## src/logic/page_req_arbiter.sv

```systemverilog
// Round-robin arbiter granting one client port the allocation map; used inside page_alloc_top
`timescale 1ns/100ps

module page_req_arbiter
#(
	parameter int NUM_CLIENTS = 2,
	localparam int IDX_W = $clog2(NUM_CLIENTS)
)
(
	input  logic                   clk,
	input  logic                   rst,
	input  logic [NUM_CLIENTS-1:0] req_i,
	input  logic                   map_idle_i,
	input  logic                   map_done_i,
	output logic [NUM_CLIENTS-1:0] grant_o,
	output logic                   start_o
);

	logic [IDX_W-1:0] last_q;
	logic [IDX_W-1:0] next_idx;
	logic             next_found;

	// ========================================================================
	// Next requester after the last winner
	// ========================================================================

	always_comb
	begin
		next_found = 1'b0;
		next_idx   = last_q;
		// Walk the ring starting one past the last winner
		for (int i = 1; i <= NUM_CLIENTS; i++)
		begin
			if (!next_found && req_i[(int'(last_q) + i) % NUM_CLIENTS])
			begin
				next_found = 1'b1;
				next_idx   = IDX_W'((int'(last_q) + i) % NUM_CLIENTS);
			end
		end
	end

	// ========================================================================
	// Grant and start
	// ========================================================================

	always_ff @(posedge clk)
	begin
		if (rst)
		begin
			grant_o <= '0;
			start_o <= 1'b0;
			// Client 0 wins the first round
			last_q  <= IDX_W'(NUM_CLIENTS - 1);
		end
		else
		begin
			start_o <= 1'b0;
			if (|grant_o)
			begin
				// Hold until the map finishes
				if (map_done_i)
					grant_o <= '0;
			end
			else if (map_idle_i && next_found)
			begin
				grant_o <= {{(NUM_CLIENTS-1){1'b0}}, 1'b1} << next_idx;
				start_o <= 1'b1;
				last_q  <= next_idx;
			end
		end
	end

endmodule

```

## config.mk

```make
export PLATFORM = sky130hd
export DESIGN_NAME = page_req_arbiter
export DESIGN_NICKNAME = d
export VERILOG_FILES = /design/src/logic/page_req_arbiter.sv
export SDC_FILE = /design/constraint.sdc
export NUM_CORES = 1
export LEC_CHECK = 0
export BUFFER_PORTS_ARGS = -buffer_cell sky130_fd_sc_hd__buf_2
export CORE_AREA = 2 2 39 41
export DETAILED_ROUTE_END_ITERATION = 10
export DIE_AREA = 0 0 41 43
export MAX_ROUTING_LAYER = met4
export PLACE_DENSITY_LB_ADDON = 0.05
export SLEW_MARGIN = 20
export SYNTH_ARGS = -nofsm -noshare
export SYNTH_HDL_FRONTEND = slang
export SYNTH_SLANG_ARGS = --single-unit
```

## constraint.sdc

```tcl
create_clock -name clk -period 1.9 [get_ports clk]
set_clock_uncertainty 0.15 [all_clocks]
set_input_delay 0.38 -clock clk [delete_from_list [all_inputs] [get_ports clk]]
set_output_delay 0.38 -clock clk [all_outputs]
set_load 0.02 [all_outputs]
```

Yosys cells after proc, flatten, opt, wreduce, memory -nomap -nowiden
Index checks and enable logic that the tools add are counted.
{"block": "op_classes", "n_eq_ne": 1, "n_reduce_logical": 8, "n_lt_le_gt_ge": 2, "bitwise": 3, "n_mux": 14, "n_addsub": 2, "shift": 1}
{"op": "$mux W1", "n": 11}
{"op": "$lt A2 B3 Y1 const B", "n": 2}
{"op": "$mux W2", "n": 3}
{"op": "$reduce_and A2 Y1", "n": 2}
{"op": "$reduce_or A3 Y1", "n": 1}
{"op": "$add A1 B1 Y1 const B", "n": 2}
{"op": "$and A1 B1 Y1 const A", "n": 2}
{"op": "$logic_and A1 B1 Y1", "n": 2}
{"op": "$ne A2 B2 Y1 const B", "n": 1}
{"op": "$reduce_bool A2 Y1", "n": 1}
{"op": "$reduce_or A2 Y1", "n": 1}
{"op": "$shl A1 B1 Y2 const A", "n": 1}
{"op": "$logic_not A1 Y1", "n": 1}
{"op": "$not A1 Y1", "n": 1}
{"block": "word_totals", "elab_cells": 34, "ff_bits": 4}

Depth between registers and ports, before layout
{"block": "depth", "ltp_word": 12, "mapped_depth": 2}

Worst setup path before layout
OpenSTA, ideal clock, no wires.
{"block": "synth_timing", "path_kind": "reg2reg", "start": "register grant_o[1]", "end": "register grant_o[0]", "path_slack_ns": 0.860, "path_stages_with_launch": 3, "setup_ns": 0.116, "arrival_time_ns": 0.774, "period_less_slack_ns": 1.040, "cell_sequence": "dfxtp_1 -> nor3b_2 -> a41o_1"}
{"block": "synth_between", "elab_chain_len": 3, "word_cells_on_any_way": 5, "cone_classes": "1 x eq/ne; 1 x mux; 3 x reduce/logical"}
{"element": "from (decl)", "line": "15", "text": "output logic [NUM_CLIENTS-1:0] grant_o,"}
{"element": "from (signal assigned)", "line": "66", "text": "grant_o <= {{(NUM_CLIENTS-1){1'b0}}, 1'b1} << next_idx;"}
{"element": "$reduce_or A2 Y1 (*)", "line": "58", "text": "if (|grant_o)"}
{"element": "$ne A2 B2 Y1 (no source line) or $reduce_bool A2 Y1 (tied branches)"}
{"element": "$reduce_and A2 Y1 (no source line)"}
Every way passes the cells marked *; elsewhere a longest branch is shown, timed or not.
A chain may end at the register's enable or synchronous reset.

Final worst setup path
{"block": "layout_timing", "start": "register grant_o[1]", "end": "output port grant_o[1]"}
No word-level cell between the ends.

==> results.yml <==
outcome:
  status: "completed"
timing:
  relSlewSlack_pct: 83.6
  rsz0062_at_grt: "no"
  tightest_slew_ns: 0.245
  layout_min_cycle_time_ns: 1.32
  whs_ns: 0.224
  fmaxAchievable_mhz: 760
  slew_viol_final: 0
  worst_slack_ns: 0.583
  finalCritPeriodShare_pct: 69.3
  timing_hold_violations_final: 0
  setup_violations: 0
  tns_ns: 0
synthesis:
  synth-adder-area-share_pct: 0
  synth_top_area_share_pct: 44.4
  yosysWarnings: 0
  synthMuxAreaShare_pct: 0
  avgSynthCellArea_um2: 10.6
  async_flop_share_pct: 0
  synthTopCellsByArea: "dfxtp_1, nor3b_2, nand4bb_1, a41o_1, o211a_1"
  synth.net_count: 23
  synth-seq-area-share_pct: 44.4
  synthFlopType: "dfxtp_1"
  synth-simple-area-share_pct: 26.4
  synth_most_common_cell: "dfxtp_1"
  synth_edf_count: 0
  synth_compound_area_share_pct: 25.0
  synth_top_family_by_area: "simple AND/OR/NAND/NOR gates"
  synth_area_leader_cell: "dfxtp_1"
  ys_seq_elements: 4
  synth_xor_area_share_pct: 0
  yosys-top-cells-count: "dfxtp_1, inv_1"
  syn_area_um2: 180
  synth_cells: 17
  ys_types: 13
clock_network:
  h-tree-depth: 1
  hold_buffers: 0
  cts_inserted_buffers: 3
  clk_pin_slew_worst_paths_ns: 0.03
  cts.sinks: 4
  clockBufferDepth: 2
  insertion_delay_ns: 0.23
  cts_tree: "yes"
  root_buffer: "clkbuf_4"
  cts_setup_buffers: 0
  cts_resized: 0
die:
  die_h_um: 43
  io_pins: 9
  coreArea_um2: 1380
  die_area_um2: 1760
  fp-row-count: 14
  fp.dieW_um: 41
  start_util_pct: 13.0
grt:
  grt_pass1_vias: 189
  grt_pass1_wl_um: 779
  grt_overflow_total: 0
  track_usage_pct: 7.61
  grt_max_degree: 7
  antenna_found_initial: 0
critical_path:
  slowest_delay_ns: 0.37
  arrival_ns: 0.79
  reg2reg_depth: 2
  worst-path-buf-inv: 1
  slowest_stage: "dfxtp_1"
  cp_data_required_time_ns: 1.37
  cp_max_fo: 4
  path_class: "flip-flop to output pin"
  path_cells: "buf_2"
  cp_top_family: "flip-flops"
  crit_cells: 1
  start_kind: "flip-flop"
  critical_path.endpoint_type: "output pin"
routing:
  drc: 0
  final_antenna_net_count: 0
  routedWlPerCell_um: 10.7
  vias: 182
  wl_um: 472
  first_pass_iters: 2
  post_drt_via_cell_ratio: 4.14
  first_iter_violations: 4
place:
  dpl_worst_slack_ns: 0.756
  globalplace.congestion: 0.733
  place_hpwl_um: 403
  port_buffers: 8
power:
  p_switching_uw: 52.3
  pwr-share-clk_pct: 43.9
  comb_power_share_pct: 14.7
  p_total_uw: 229
  leakagePower_uw: 0.000130
  p_per_area_nw_per_um2: 870
  swShare_pct: 22.9
  p_int_uw: 176
  ir_drop_uv: 195
  power_frac_seq_pct: 41.4
cells_and_area:
  n_antenna_cell: 0
  layout.nets: 36
  area_growth_pct: 45.8
  drive_gt1_share_pct: 42.9
worst_hold_path:
  whs_path_depth: 2
  hp-class: "input pin to flip-flop"
job:
  max_cap_violations: 0
## kinds of logic (layout without fill, tap and decap cells)
logic type	after synthesis	after routing
buffers and inverters	2	13
flip-flops	4	4
AO/OA/AOI/OAI	5	5
AND/OR/NAND/NOR	6	6
## registers in the layout, indices dropped and copies added, names as in the netlist
register / count
grant_o: 2
start_o: 1
last_q: 1
## final cells by class
| class | count | area [um2] |
|---|---|---|
| repair buffers | 8 | 40.0 |
| clock buffers | 3 | 22.5 |
| flip-flops and latches | 4 | 80.1 |
| well taps | 16 | 20.0 |
| fillers | 149 | 1120 |
| inverters | 2 | 7.51 |
| multi-input cells | 11 | 92.6 |
## per-layer routing
layer	vias to the layer above	GRT usage (%)	wire length, um	share of wire, %
li1	88	-	-	-
met1	86	7.40	189	40
met2	8	9.06	214	45
met3	0	8.38	68	14
met4	0	4.00	0	0
met5	-	-	0	0
## power by group through the flow
| stage | Sequential (uW) | Combinational [uW] | Clock (uW) |
|---|---|---|---|
| after detailed placement | 96.1 | 33.3 | 0 |
| final | 94.6 | 33.6 | 100 |
| after global placement | 96.0 | 33.9 | 0 |
| after global routing | 96.0 | 36.5 | 117 |
| after CTS | 94.7 | 33.5 | 109 |
| after floorplan | 99.9 | 13.8 | 0 |
## metrics by stage
stage | std cells | cell area, um2 | utilization (%)
after floorplan | 17 | 180 | -
after global placement | 41 | 240 | 17.4
after detailed placement | 41 | 240 | 17.4
after CTS | 44 | 263 | 19.0
after global routing | 44 | 263 | 19.0
final | 44 | 263 | 19.0
## layout by cell type (no fill, tap or decap)
| master | netlist | routed |
|---|---|---|
| nand2b_1 | 1 | 1 |
| o32ai_1 | 1 | 1 |
| nor3b_1 | 1 | 1 |
| clkbuf_4 | 0 | 3 |
| a21o_1 | 1 | 1 |
| inv_1 | 2 | 2 |
| nor2_1 | 1 | 1 |
| nand4bb_1 | 1 | 1 |
| a41o_1 | 1 | 1 |
| dfxtp_1 | 4 | 4 |
| a32oi_1 | 1 | 1 |
| buf_2 | 0 | 8 |
| nor2b_1 | 1 | 1 |
| nor3b_2 | 1 | 1 |
| o211a_1 | 1 | 1 |
## path summary, 6_finish.rpt
path                    from  slack (ns)    endpoint
hold / removal    map_done_i        0.22  grant_o[1]
hold reg to reg   grant_o[1]        0.37  grant_o[1]
setup / recovery  grant_o[1]        0.58  grant_o[1]
setup reg to reg  grant_o[1]        0.88      last_q
(Power assumes the default switching activity.)
