**config.mk**
```make
export PLATFORM = sky130hd
export DESIGN_NAME = page_client_port
export DESIGN_NICKNAME = d
export VERILOG_FILES = /design/src/logic/page_alloc_pkg.sv /design/src/logic/page_client_port.sv
export SDC_FILE = /design/constraint.sdc
export NUM_CORES = 1
export LEC_CHECK = 0
export BUFFER_PORTS_ARGS = -buffer_cell sky130_fd_sc_hd__buf_2
export CORE_ASPECT_RATIO = 1.25
export CORE_MARGIN = 2
export CORE_UTILIZATION = 30
export DETAILED_ROUTE_END_ITERATION = 6
export PLACE_DENSITY = 0.61
export SETUP_SLACK_MARGIN = 0.5
export SYNTH_ARGS = -nofsm -noshare
export SYNTH_HDL_FRONTEND = slang
export SYNTH_SLANG_ARGS = --single-unit
export TNS_END_PERCENT = 50
```
**constraint.sdc**
```tcl
create_clock -name clk -period 1.3 [get_ports clk]
set_input_delay 0.26 -clock clk [delete_from_list [all_inputs] [get_ports clk]]
set_output_delay 0.26 -clock clk [all_outputs]
set_load 0.01 [all_outputs]
```
**src/logic/page_alloc_pkg.sv**
```systemverilog
// Shared constants and the operation code for the page allocator; import with page_alloc_pkg::*
package page_alloc_pkg;

	// ========================================================================
	// Map geometry
	// ========================================================================

	// Page bits held in one map word
	localparam int MAP_WORD_W = 64;

	// Low page bits of a page number select the bit inside a word
	localparam int BIT_IDX_W = $clog2(MAP_WORD_W);

	// Widest word index the map supports, 128 words
	localparam int WORD_IDX_W_MAX = 7;

	// ========================================================================
	// Reserved pages
	// ========================================================================

	// Pages 0 to 2 are never handed out
	// Page 0 doubles as the "no page" result when the map is full
	localparam int RESERVED_LOW = 3;

	// Operation requested of the map
	typedef enum logic [1:0] {
		OP_NONE  = 2'd0,
		OP_ALLOC = 2'd1,
		OP_FREE  = 2'd2,
		OP_CLEAR = 2'd3
	} page_op_e;

endpackage

```
**src/logic/page_client_port.sv**
```systemverilog
// Per-client command holder that requests the map and returns the result; one per client in page_alloc_top
`timescale 1ns/100ps

module page_client_port
	import page_alloc_pkg::*;
#(
	parameter int NUM_WORDS = 128,
	localparam int PAGE_W = $clog2(NUM_WORDS) + BIT_IDX_W
)
(
	input  logic              clk,
	input  logic              rst,
	input  logic              cmd_alloc_i,
	input  logic              cmd_free_i,
	input  logic              cmd_clear_i,
	input  logic [PAGE_W-1:0] cmd_page_i,
	input  logic              grant_i,
	input  logic              map_done_i,
	input  logic [PAGE_W-1:0] result_page_i,
	input  logic              result_full_i,
	output logic              req_o,
	output page_op_e          op_o,
	output logic [PAGE_W-1:0] req_page_o,
	output logic [PAGE_W-1:0] page_o,
	output logic              full_o,
	output logic              busy_o,
	output logic              done_o
);

	logic cmd_any;
	logic cmd_take;
	logic finish;

	assign cmd_any = cmd_alloc_i | cmd_free_i | cmd_clear_i;
	// Commands while busy are dropped
	assign cmd_take = cmd_any && !busy_o;
	// Only the granted port sees its own completion
	assign finish = req_o && grant_i && map_done_i;

	always_ff @(posedge clk)
	begin
		if (rst)
		begin
			req_o  <= 1'b0;
			op_o   <= OP_NONE;
			full_o <= 1'b0;
			busy_o <= 1'b0;
			done_o <= 1'b0;
		end
		else
		begin
			done_o <= 1'b0;
			if (cmd_take)
			begin
				// Clear beats free, free beats alloc
				if (cmd_clear_i)
					op_o <= OP_CLEAR;
				else if (cmd_free_i)
					op_o <= OP_FREE;
				else
					op_o <= OP_ALLOC;
				req_o  <= 1'b1;
				busy_o <= 1'b1;
			end
			else if (finish)
			begin
				req_o  <= 1'b0;
				op_o   <= OP_NONE;
				full_o <= result_full_i;
				done_o <= 1'b1;
			end
			// busy drops one cycle after the done pulse
			else if (done_o)
				busy_o <= 1'b0;
		end
	end

	// Page payloads
	always_ff @(posedge clk)
	begin
		if (cmd_take)
			req_page_o <= cmd_page_i;
		if (finish)
			page_o <= result_page_i;
	end

endmodule

```
### Word-level counts from Yosys, hierarchy flattened

Cells that the tools add are included.

| storage, ports and cells | value |
|---|---|
| flip-flop bits (word level) | 32 |
| input port bits | 34 |
| output and inout port bits | 32 |
| word-level logic and storage cells | 30 |

| cells by class | value |
|---|---|
| equality and inequality tests | 1 |
| multiplexer cells | 10 |
| bitwise logic cells | 3 |
| reduce and logical (&&, ||, !) cells | 9 |

Operator list:

| kind | number |
|---|---|
| 2-bit two-way mux | 4 |
| 1-bit two-way mux | 6 |
| 2-bit AND reduction | 2 |
| 2-bit nonzero test | 2 |
| 1-bit logical AND | 3 |
| 2-bit inequality test, second input constant | 1 |
| 1-bit OR | 2 |
| 2-bit OR reduction | 1 |
| 1-bit logical NOT | 1 |
| 1-bit inverter | 1 |

### Longest topological paths before layout

Gate-level depths: netlist of run 1.

| logic depth | value |
|---|---|
| word-level depth | 5 |
| mapped depth | 4 |
| depth with buffers taken out | 4 |

### Least setup slack after synthesis of run 1

No wires, ideal clock.

| timing | value |
|---|---|
| kind | register to register |
| start | register busy_o |
| end | register req_page_o[0], enable pin |
| library setup time | 349 ps |
| data arrival time | 909 ps |
| required time | 951 ps |
| setup slack | 42 ps |
| cell stages (with the launch flop) | 3 |
| buffers on the path | 0 |
| period minus slack after synthesis | 1,258 ps |
| path through | dfxtp_1 -> or2_4 -> inv_1 |

| on the way | value |
|---|---|
| word-level cells in the longest chain between the ends | 2 |

Ends and longest elaborated chain:

| what | line | source |
|---|---|---|
| from (decl) | page_client_port.sv:26 | `output logic busy_o,` |
| from (signal assigned) | page_client_port.sv:47 | `busy_o <= 1'b0;` |
| from (signal assigned) | page_client_port.sv:63 | `busy_o <= 1'b1;` |
| from (signal assigned) | page_client_port.sv:74 | `busy_o <= 1'b0;` |
| 1-bit logical NOT | page_client_port.sv:36 | `assign cmd_take = cmd_any && !busy_o;` |
| 1-bit logical AND | page_client_port.sv:36 |  |
| net cmd_take | page_client_port.sv:31 | `logic cmd_take;` |
| to (signal assigned) | page_client_port.sv:82 | `req_page_o <= cmd_page_i;` |
| to (decl) | page_client_port.sv:23 | `output logic [PAGE_W-1:0] req_page_o,` |

The timed path passes the listed nets, and every way through them passes these cells.
A chain may end at the register's enable or synchronous reset.

### Worst setup path after layout of run 1

| timing | value |
|---|---|
| start | register busy_o |
| end | register req_page_o[12], enable pin |

The elaborated chain is that of the path after synthesis.

==> results of run 1 <==
==> worst paths after layout <==
path | startpoint | end | slack [ns] | cells after the start
worst max-delay path | busy_o | req_page_o[12] | 0.26 | 2
worst min-delay path | cmd_page_i[9] | req_page_o[9] | 0.16 | 1
worst max register to register | busy_o | req_page_o[12] | 0.26 | 2
worst min register to register | op_o[1] | op_o[1] | 0.47 | 2
==> cells in the final DEF (no fill, tap or decap), drive strengths merged <==
| cell type | n |
|---|---|
| nor2 | 1 |
| clkbuf | 8 |
| edfxtp | 26 |
| nand2 | 2 |
| mux2i | 1 |
| dfxtp | 6 |
| a21oi | 3 |
| o21ai | 2 |
| clkinvlp | 3 |
| a211oi | 1 |
| a21o | 1 |
| inv | 1 |
| nand3 | 2 |
| nor3 | 1 |
| nand2b | 3 |
| nor3b | 1 |
| buf | 72 |
| or2 | 1 |
==> final cells by class <==
type	instances	area (um^2)	share of cell area
multi-input combinational	19	151	0.0945
inverter	3	18.8	0.0117
clock buffer	8	80.1	0.0500
timing repair buffer	72	389	0.243
sequential	32	908	0.567
tap	37	46.3	0.0289
timing repair inverter	1	7.51	0.00469
==> layer usage <==
| layer | global-route usage | vias up |
|---|---|---|
| li1 | - | 359 |
| met1 | 0.100 | 345 |
| met2 | 0.218 | 30 |
| met3 | 0.0541 | 4 |
| met4 | 0.0847 | 0 |
| met5 | 0 | - |
==> where the power goes <==
part / total (mW) / internal (mW) / switching, mW
Clock: 0.673 / 0.379 / 0.294
Sequential: 1.20 / 1.18 / 0.0173
Combinational: 0.235 / 0.113 / 0.122
Total: 2.10 / 1.67 / 0.434
==> kinds of logic after synthesis <==
| logic type | count (synthesis) | share of synthesized area |
|---|---|---|
| flip-flops | 32 | 0.867 |
| AND/OR/NAND/NOR | 11 | 0.0687 |
| buffers and inverters | 3 | 0.0108 |
| multiplexers | 1 | 0.00964 |
| AO/OA/AOI/OAI | 7 | 0.0434 |
==> registers in the layout, indices dropped and copies added, names as in the netlist <==
signal and flops:
busy_o 1, full_o 1, op_o 2, page_o 13, req_o 1, req_page_o 13, done_o 1
==> worst max-delay path, delay by kind of cell, from the launching register on <==
kind	cells	cell delay, ns
simple gates	1	0.26
flops	1	0.34
buf+inv	1	0.15
==> through the flow <==
step / setup slack (ns) / utilization
floorplan: 0.184 / -
global placement: 0.0246 / 0.447
detailed placement: -0.0181 / 0.447
CTS: 0.244 / 0.491
global route: 0.210 / 0.492
finish: 0.257 / 0.492
==> repair_timing <==
action | 4_1_cts | 5_1_grt
endpoints found under the setup margin | 63 | 64
pin swaps | 1 | 0
gates resized for setup | 5 | 1
buffers inserted | 5 | 0
gates cloned | 1 | 0
==> results.md, run 1 <==
- Outcome: completed
- Remaining max-slew budget at the tightest pin: 0.843
- Library cell with the highest instance count after synthesis: sky130_fd_sc_hd__edfxtp_1
- Post-synthesis sequential area ratio: 0.867
- Fillcell total: 299
- Weighted congestion reported at the end of routability-driven placement: 0.716
- Source-to-sink clock delay at the later pin of the worst-skew pair: between 0.2 and 0.3 ns
- Routed Wire Length: 2100 um
- Net count after synthesis: just under 90
- Pin count of the biggest net entering global routing: 10
- Element type at the critical path start: register
- Remaining antenna violation count: 0
- Initial standard-cell utilization of the core: 0.319
- Buffer cell driving the clock tree root: sky130_fd_sc_hd__clkbuf_8
- Class of the tightest hold or removal check: in -> reg
- Mean instance size in the synthesized netlist: 19.2 um^2
- Met2 wire len: 1300 um
- Biggest area contributors in the synthesized netlist: sky130_fd_sc_hd__edfxtp_1 75%, sky130_fd_sc_hd__dfxtp_1 12%, sky130_fd_sc_hd__nand2b_1 1.8%, sky130_fd_sc_hd__a21oi_1 1.4%, sky130_fd_sc_hd__a211oi_2 1.2%
- Async SR Flop Fraction: 0
- Overall routing resource usage: 0.121
- Longest Clk Path Bufs: 2
- Top flip-flop cell by instance count after synthesis: sky130_fd_sc_hd__edfxtp_1
- Final-stage net count: around 170
- Crit path time final: 1.04 ns
- Non-filler cells, final: 172
- TritonCTS clock tree: yes
- Area after DPL: 1460 um^2
- Leakage power total: 0.693 nW
- Design Area, Final: 1600 um^2
- Met3 wire len: 127 um
- Mapped Cells: 54
- First DRT Iteration DRCs: 8
- Via count: between 700 and 800
- Input/output buffers: 65
- Number of diodes: 0
- # rows: 23
- Largest fanout of any net on the critical path: 7
- Most instantiated cells after synthesis: 26 x sky130_fd_sc_hd__edfxtp_1, 6 x sky130_fd_sc_hd__dfxtp_1, 3 x sky130_fd_sc_hd__a21oi_1, 3 x sky130_fd_sc_hd__inv_1, 3 x sky130_fd_sc_hd__nand2b_1
- Met1 wire length: 629 um
- Power density normalized to cell area: 1310 nW/um^2
- Warnings from Yosys: 0
- Final worst path period share: 0.802
- Signed area change from the synthesized netlist to the final layout: 54.2%
- Number of endpoints failing setup at the final stage: 0
- Post-layout total power: 2.10 mW
- Synthesized area: 1040 um^2
- DIE WIDTH: 56.6 um
- Max incr delay on CP: 0.34 ns
- Aggregate negative setup slack: 0 ns
- Maximum resistive drop on vdd: 0.889 mV
- Unique masters post-synth: 17
- Maximum operating frequency: 959 MHz
- Maximum capacitance violations: 0
- Synth top area share: 0.752
- H-tree levels: 2
- Number of flops mapped to enable cells by yosys: 26
- Cts hold-fix bufs: 0
- Worst Setup End Kind: register
- # DRC: 0
- Req. time, crit path: 1.27 ns
- Slowest CP cell: sky130_fd_sc_hd__dfxtp_4
- Number of iterations in the first detailed-routing pass: 3
- Crit path cell chain: or2_4 -> clkinvlp_4
- Critical path data arrival time: ~1 ns
- Slew Viols, Final: 0
- Clock-pin transition on the worst setup and hold timing paths: 0.06 ns
- First-pass GRT wire length: 3510 um
- Proportion of layout cells with a drive suffix above 1: 0.644
- Via count of the first global-routing pass: 810
- Die area: 3950 um^2
- Height of the chip: 69.8 um
- Worst Skew: 0.00382 ns
- Worst slack on hold paths: 0.164 ns
- Crit Path Class: reg -> reg
- Highest signal layer in the routed design: met4
- Hold Fails Final Rpt: 0
- Number of clock sinks: 32
- Vias per Instance: 4.29
- Average wire per standard cell: approximately 12 um
- Unrepaired setup endpoints after global routing: yes
- Sum of overflow across all layers after global routing: 0
- Actual slew at the worst max-slew pin: roughly 0.23 ns
- Area of the placeable core: 3250 um^2
- Number of placed cells counting well taps: approximately 160
- Cts bufs inserted: 5
- Cell type with the largest total area after synthesis: sky130_fd_sc_hd__edfxtp_1
- #FFs+latches synth: 32
- Boundary Pins: 66
- Initial antenna violation count: 0
Note: power is estimated with default switching activity, not from simulation.
==> run 2, diff against run 1 <==
Settings changed: ABC_AREA from default to 1, PLACE_DENSITY 0.61 to 0.59.
Clock period 1.3 ns to 1 ns, I/O delays scaled along.
==> results.md, run 2 <==
- Slew Viols, Final: 0 (unchanged)
- Warnings from Yosys: 0 (unchanged)
- Async SR Flop Fraction: 0 (unchanged)
- Largest delay share family, worst path: flip-flops (unchanged)
- Crit path time final: a little under 1 ns
- Initial antenna violation count: 0 (unchanged)
- Vias per Instance: 4.28 (was 4.29)
- Worst slack on hold paths: 0.0989 ns (was 0.164 ns)
- Reg-to-reg slack, setup: 0.02 ns (was 0.26 ns)
- Net count after synthesis: 94 (was 88)
- Depth of the worst register-to-register path: 3 (was 2)
- Input/output buffers: 65 (unchanged)
- Post-layout total power: 2.77 mW (was 2.10 mW)
- Longest Clk Path Bufs: 2 (unchanged)
- Number of endpoints failing setup at the final stage: 0 (unchanged)
- Source-to-sink clock delay at the later pin of the worst-skew pair: 0.27 ns (about the same)
- Class of the tightest hold or removal check: in -> reg (unchanged)
- Unique masters post-synth: 14 (was 17)
- Clock-pin transition on the worst setup and hold timing paths: 0.06 ns (about the same)
- First element of the critical path: page_o[3] (was busy_o)
- Number of iterations in the first detailed-routing pass: 2 (was 3)
- Final worst path period share: 0.988
- Crit Path Class: reg -> out (was reg -> reg)
- Mean instance size in the synthesized netlist: 17.3 um^2 (was 19.2 um^2)
- Crit path cell chain: buf_2 (was or2_4 -> clkinvlp_4)
- Top flip-flop cell by instance count after synthesis: sky130_fd_sc_hd__edfxtp_1 (unchanged)
- Cts bufs inserted: 5 (unchanged)
- TritonCTS clock tree: yes (unchanged)
- Critical path data arrival time: 0.79 ns (was 1.02 ns)
- Max incr delay on CP: 0.37 ns (was 0.34 ns)
- Library cell with the highest instance count after synthesis: sky130_fd_sc_hd__edfxtp_1 (unchanged)
- First-pass GRT wire length: 3390 um (was 3510 um)
- Cts hold-fix bufs: 0 (unchanged)
- # rows: 23 (unchanged)
- Actual slew at the worst max-slew pin: 0.212 ns (was 0.235 ns)
- Biggest area contributors in the synthesized netlist: sky130_fd_sc_hd__edfxtp_1 75%, sky130_fd_sc_hd__dfxtp_1 12%, sky130_fd_sc_hd__inv_1 2.5%, sky130_fd_sc_hd__nand2_1 2.2%, sky130_fd_sc_hd__nand3_1 1.9% (was sky130_fd_sc_hd__edfxtp_1 75%, sky130_fd_sc_hd__dfxtp_1 12%, sky130_fd_sc_hd__nand2b_1 1.8%, sky130_fd_sc_hd__a21oi_1 1.4%, sky130_fd_sc_hd__a211oi_2 1.2%)
- Hold Fails Final Rpt: 0 (unchanged)
- Mapped Cells: 60 (was 54)
- Detailed Place HPWL: 1690 um
- Registers with the most flip-flops: page_o: 13 flops, req_page_o: 13 flops, op_o: 2 flops (unchanged)
- Endpoint of the lowest-slack register-to-register path: page_o[8] (was req_page_o[12])
- Worst Skew: 0.00560 ns (was 0.00382 ns)
- # DRC: 0 (unchanged)
- Average wire per standard cell: 12.4 um (was 12.2 um)
- Synthesized area: 1040 um^2 (unchanged)
- Maximum resistive drop on vdd: 0.902 mV (was 0.889 mV)
- Pin count of the biggest net entering global routing: 14 (was 10)
- Boundary Pins: 66 (unchanged)
- Remaining antenna violation count: 0 (unchanged)
- Critical path capture point: page_o[3] (was req_page_o[12])
- Via count: 758 (was 738)
- H-tree levels: 2 (unchanged)
- Post-synthesis sequential area ratio: 0.867 (unchanged)
- Most instantiated cells after synthesis: 26 x sky130_fd_sc_hd__edfxtp_1, 7 x sky130_fd_sc_hd__inv_1, 6 x sky130_fd_sc_hd__dfxtp_1, 6 x sky130_fd_sc_hd__nand2_1, 4 x sky130_fd_sc_hd__nand3_1 (was 26 x sky130_fd_sc_hd__edfxtp_1, 6 x sky130_fd_sc_hd__dfxtp_1, 3 x sky130_fd_sc_hd__a21oi_1, 3 x sky130_fd_sc_hd__inv_1, 3 x sky130_fd_sc_hd__nand2b_1)
- Sum of overflow across all layers after global routing: 0 (unchanged)
- #FFs+latches synth: 32 (unchanged)
- Die area: 3950 um^2 (unchanged)
- Outcome: completed (unchanged)
- Critical Path Stages: 1 (was 2)
- Worst Setup End Kind: primary output (was register)
- Largest fanout of any net on the critical path: 1 (was 7)
- Cell type with the largest total area after synthesis: sky130_fd_sc_hd__edfxtp_1 (unchanged)
- Number of flops mapped to enable cells by yosys: 26 (unchanged)
- Proportion of layout cells with a drive suffix above 1: 0.693 (was 0.644)
- Initial standard-cell utilization of the core: 0.319 (unchanged)
- Final-stage net count: 174 (was 168)
- Synth top area share: 0.752 (unchanged)
- Remaining max-slew budget at the tightest pin: 0.857 (was 0.843)
- Req. time, crit path: 0.80 ns (was 1.27 ns)
- First DRT Iteration DRCs: 8 (unchanged)
- Height of the chip: 69.8 um (unchanged)
- Weighted congestion reported at the end of routability-driven placement: 0.653 (was 0.716)
- Maximum operating frequency: 1010 MHz
- Most frequent cells in the layout: 59 x sky130_fd_sc_hd__buf_2, 26 x sky130_fd_sc_hd__edfxtp_1, 10 x sky130_fd_sc_hd__buf_6 (was 65 x sky130_fd_sc_hd__buf_2, 26 x sky130_fd_sc_hd__edfxtp_1, 5 x sky130_fd_sc_hd__clkbuf_8, 4 x sky130_fd_sc_hd__dfxtp_1, 4 x sky130_fd_sc_hd__buf_4)
- Signed area change from the synthesized netlist to the final layout: 60.5% (was 54.2%)
- DIE WIDTH: 56.6 um (unchanged)
- Buffer cell driving the clock tree root: sky130_fd_sc_hd__clkbuf_8 (unchanged)
- Element type at the critical path start: register (unchanged)
- Power density normalized to cell area: 1660 nW/um^2 (was 1310 nW/um^2)
- Via count of the first global-routing pass: 745 (was 810)
- Area of the placeable core: 3250 um^2 (unchanged)
- Number of clock sinks: 32 (unchanged)
- Maximum capacitance violations: 0 (unchanged)
- Startpoint of the worst-slack reg-to-reg timing path: req_o (was busy_o)
- Slowest CP cell: sky130_fd_sc_hd__edfxtp_1 (was sky130_fd_sc_hd__dfxtp_4)
- Routed Wire Length: 2200 um (was 2100 um)
- Number of diodes: 0 (unchanged)
- Unrepaired setup endpoints after global routing: yes (unchanged)
- Fillcell total: 296 (was 299)
- Worst path bufs/invs: 1 (unchanged)
- Leakage power total: 0.735 nW (was 0.693 nW)
- Leading cell type in the layout, fill and taps excluded: sky130_fd_sc_hd__buf_2 (unchanged)
- Overall routing resource usage: 0.116 (was 0.121)
run 2: changes by cell type in the layout (fill, tap and decap cells not counted), moves of 3 or more:
cell,previous run,this run
sky130_fd_sc_hd__buf_6,3,10
sky130_fd_sc_hd__buf_2,65,59
sky130_fd_sc_hd__dfxtp_2,0,5
sky130_fd_sc_hd__dfxtp_1,4,0
sky130_fd_sc_hd__clkbuf_1,3,0
sky130_fd_sc_hd__inv_1,1,4
sky130_fd_sc_hd__nand2_1,2,5
sky130_fd_sc_hd__nand2b_1,3,0
sky130_fd_sc_hd__nand3_2,0,3
run 2: cell type report:
| cell class | count | area [um^2] | area share |
|---|---|---|---|
| clock buffers | 5 | 68.8 | 0.0413 |
| clock inverters | 2 | 7.51 | 0.00450 |
| inverters | 7 | 33.8 | 0.0203 |
| multi-input cells | 21 | 149 | 0.0893 |
| flip-flops and latches | 32 | 911 | 0.547 |
| well taps | 37 | 46.3 | 0.0278 |
| repair buffers | 73 | 450 | 0.270 |
run 2: power breakdown:
| group | switching [mW] | total (mW) | leakage [nW] | internal, mW |
|---|---|---|---|---|
| sequential | 0.0286 | 1.56 | 0.299 | 1.53 |
| clock | 0.398 | 0.855 | 0.0391 | 0.457 |
| combinational | 0.170 | 0.348 | 0.397 | 0.178 |
| total | 0.596 | 2.77 | 0.735 | 2.17 |
run 2: repair_timing:
action	CTS	global route
resized for setup	21	0
setup buffers	2	1
pin swaps	7	3
endpoints found under the setup margin	64	64
run 2: metrics by stage:
| stage | cell area (um^2) | cells | TNS (ns) | util | worst slack, ns |
|---|---|---|---|---|---|
| final | 1670 | 177 | 0 | 0.513 | 0.0116 |
| after global routing | 1670 | 177 | -0.524 | 0.513 | -0.0509 |
| after CTS | 1660 | 176 | -0.0125 | 0.510 | -0.0123 |
| after detailed placement | 1470 | 167 | -2.02 | 0.451 | -0.154 |
| after global placement | 1470 | 167 | -1.55 | 0.451 | -0.119 |
| after floorplan | 1060 | 60 | -0.00423 | - | -0.000325 |
run 2: worst min path at each step:
| stage | depth (start not counted) | endpoint | startpoint |
|---|---|---|---|
| 2_1_floorplan | 1 | busy_o | rst |
| 6_report | 1 | page_o[9] | result_page_i[9] |
| 4_1_cts | 1 | page_o[9] | result_page_i[9] |
| 3_3_place_gp | 1 | page_o[6] | result_page_i[6] |
| 3_5_place_dp | 1 | page_o[9] | result_page_i[9] |
| 5_1_grt | 1 | page_o[6] | result_page_i[6] |
run 2: cells by family (layout without fill, tap and decap cells):
group,count (synthesis),count (layout),share of synthesized area
AOI/OAI and AO/OA,5,5,0.0241
buffers and inverters,7,87,0.0253
DFF,32,32,0.867
and+or+nand+nor,16,16,0.0831
run 2: layer usage:
metal | vias to the layer above | track usage | wire length, um
met3 | 4 | 0.0634 | 315
met2 | 54 | 0.176 | 1020
met1 | 325 | 0.136 | 837
li1 | 375 | - | -
met5 | - | 0 | 0
met4 | 0 | 0.0476 | 31
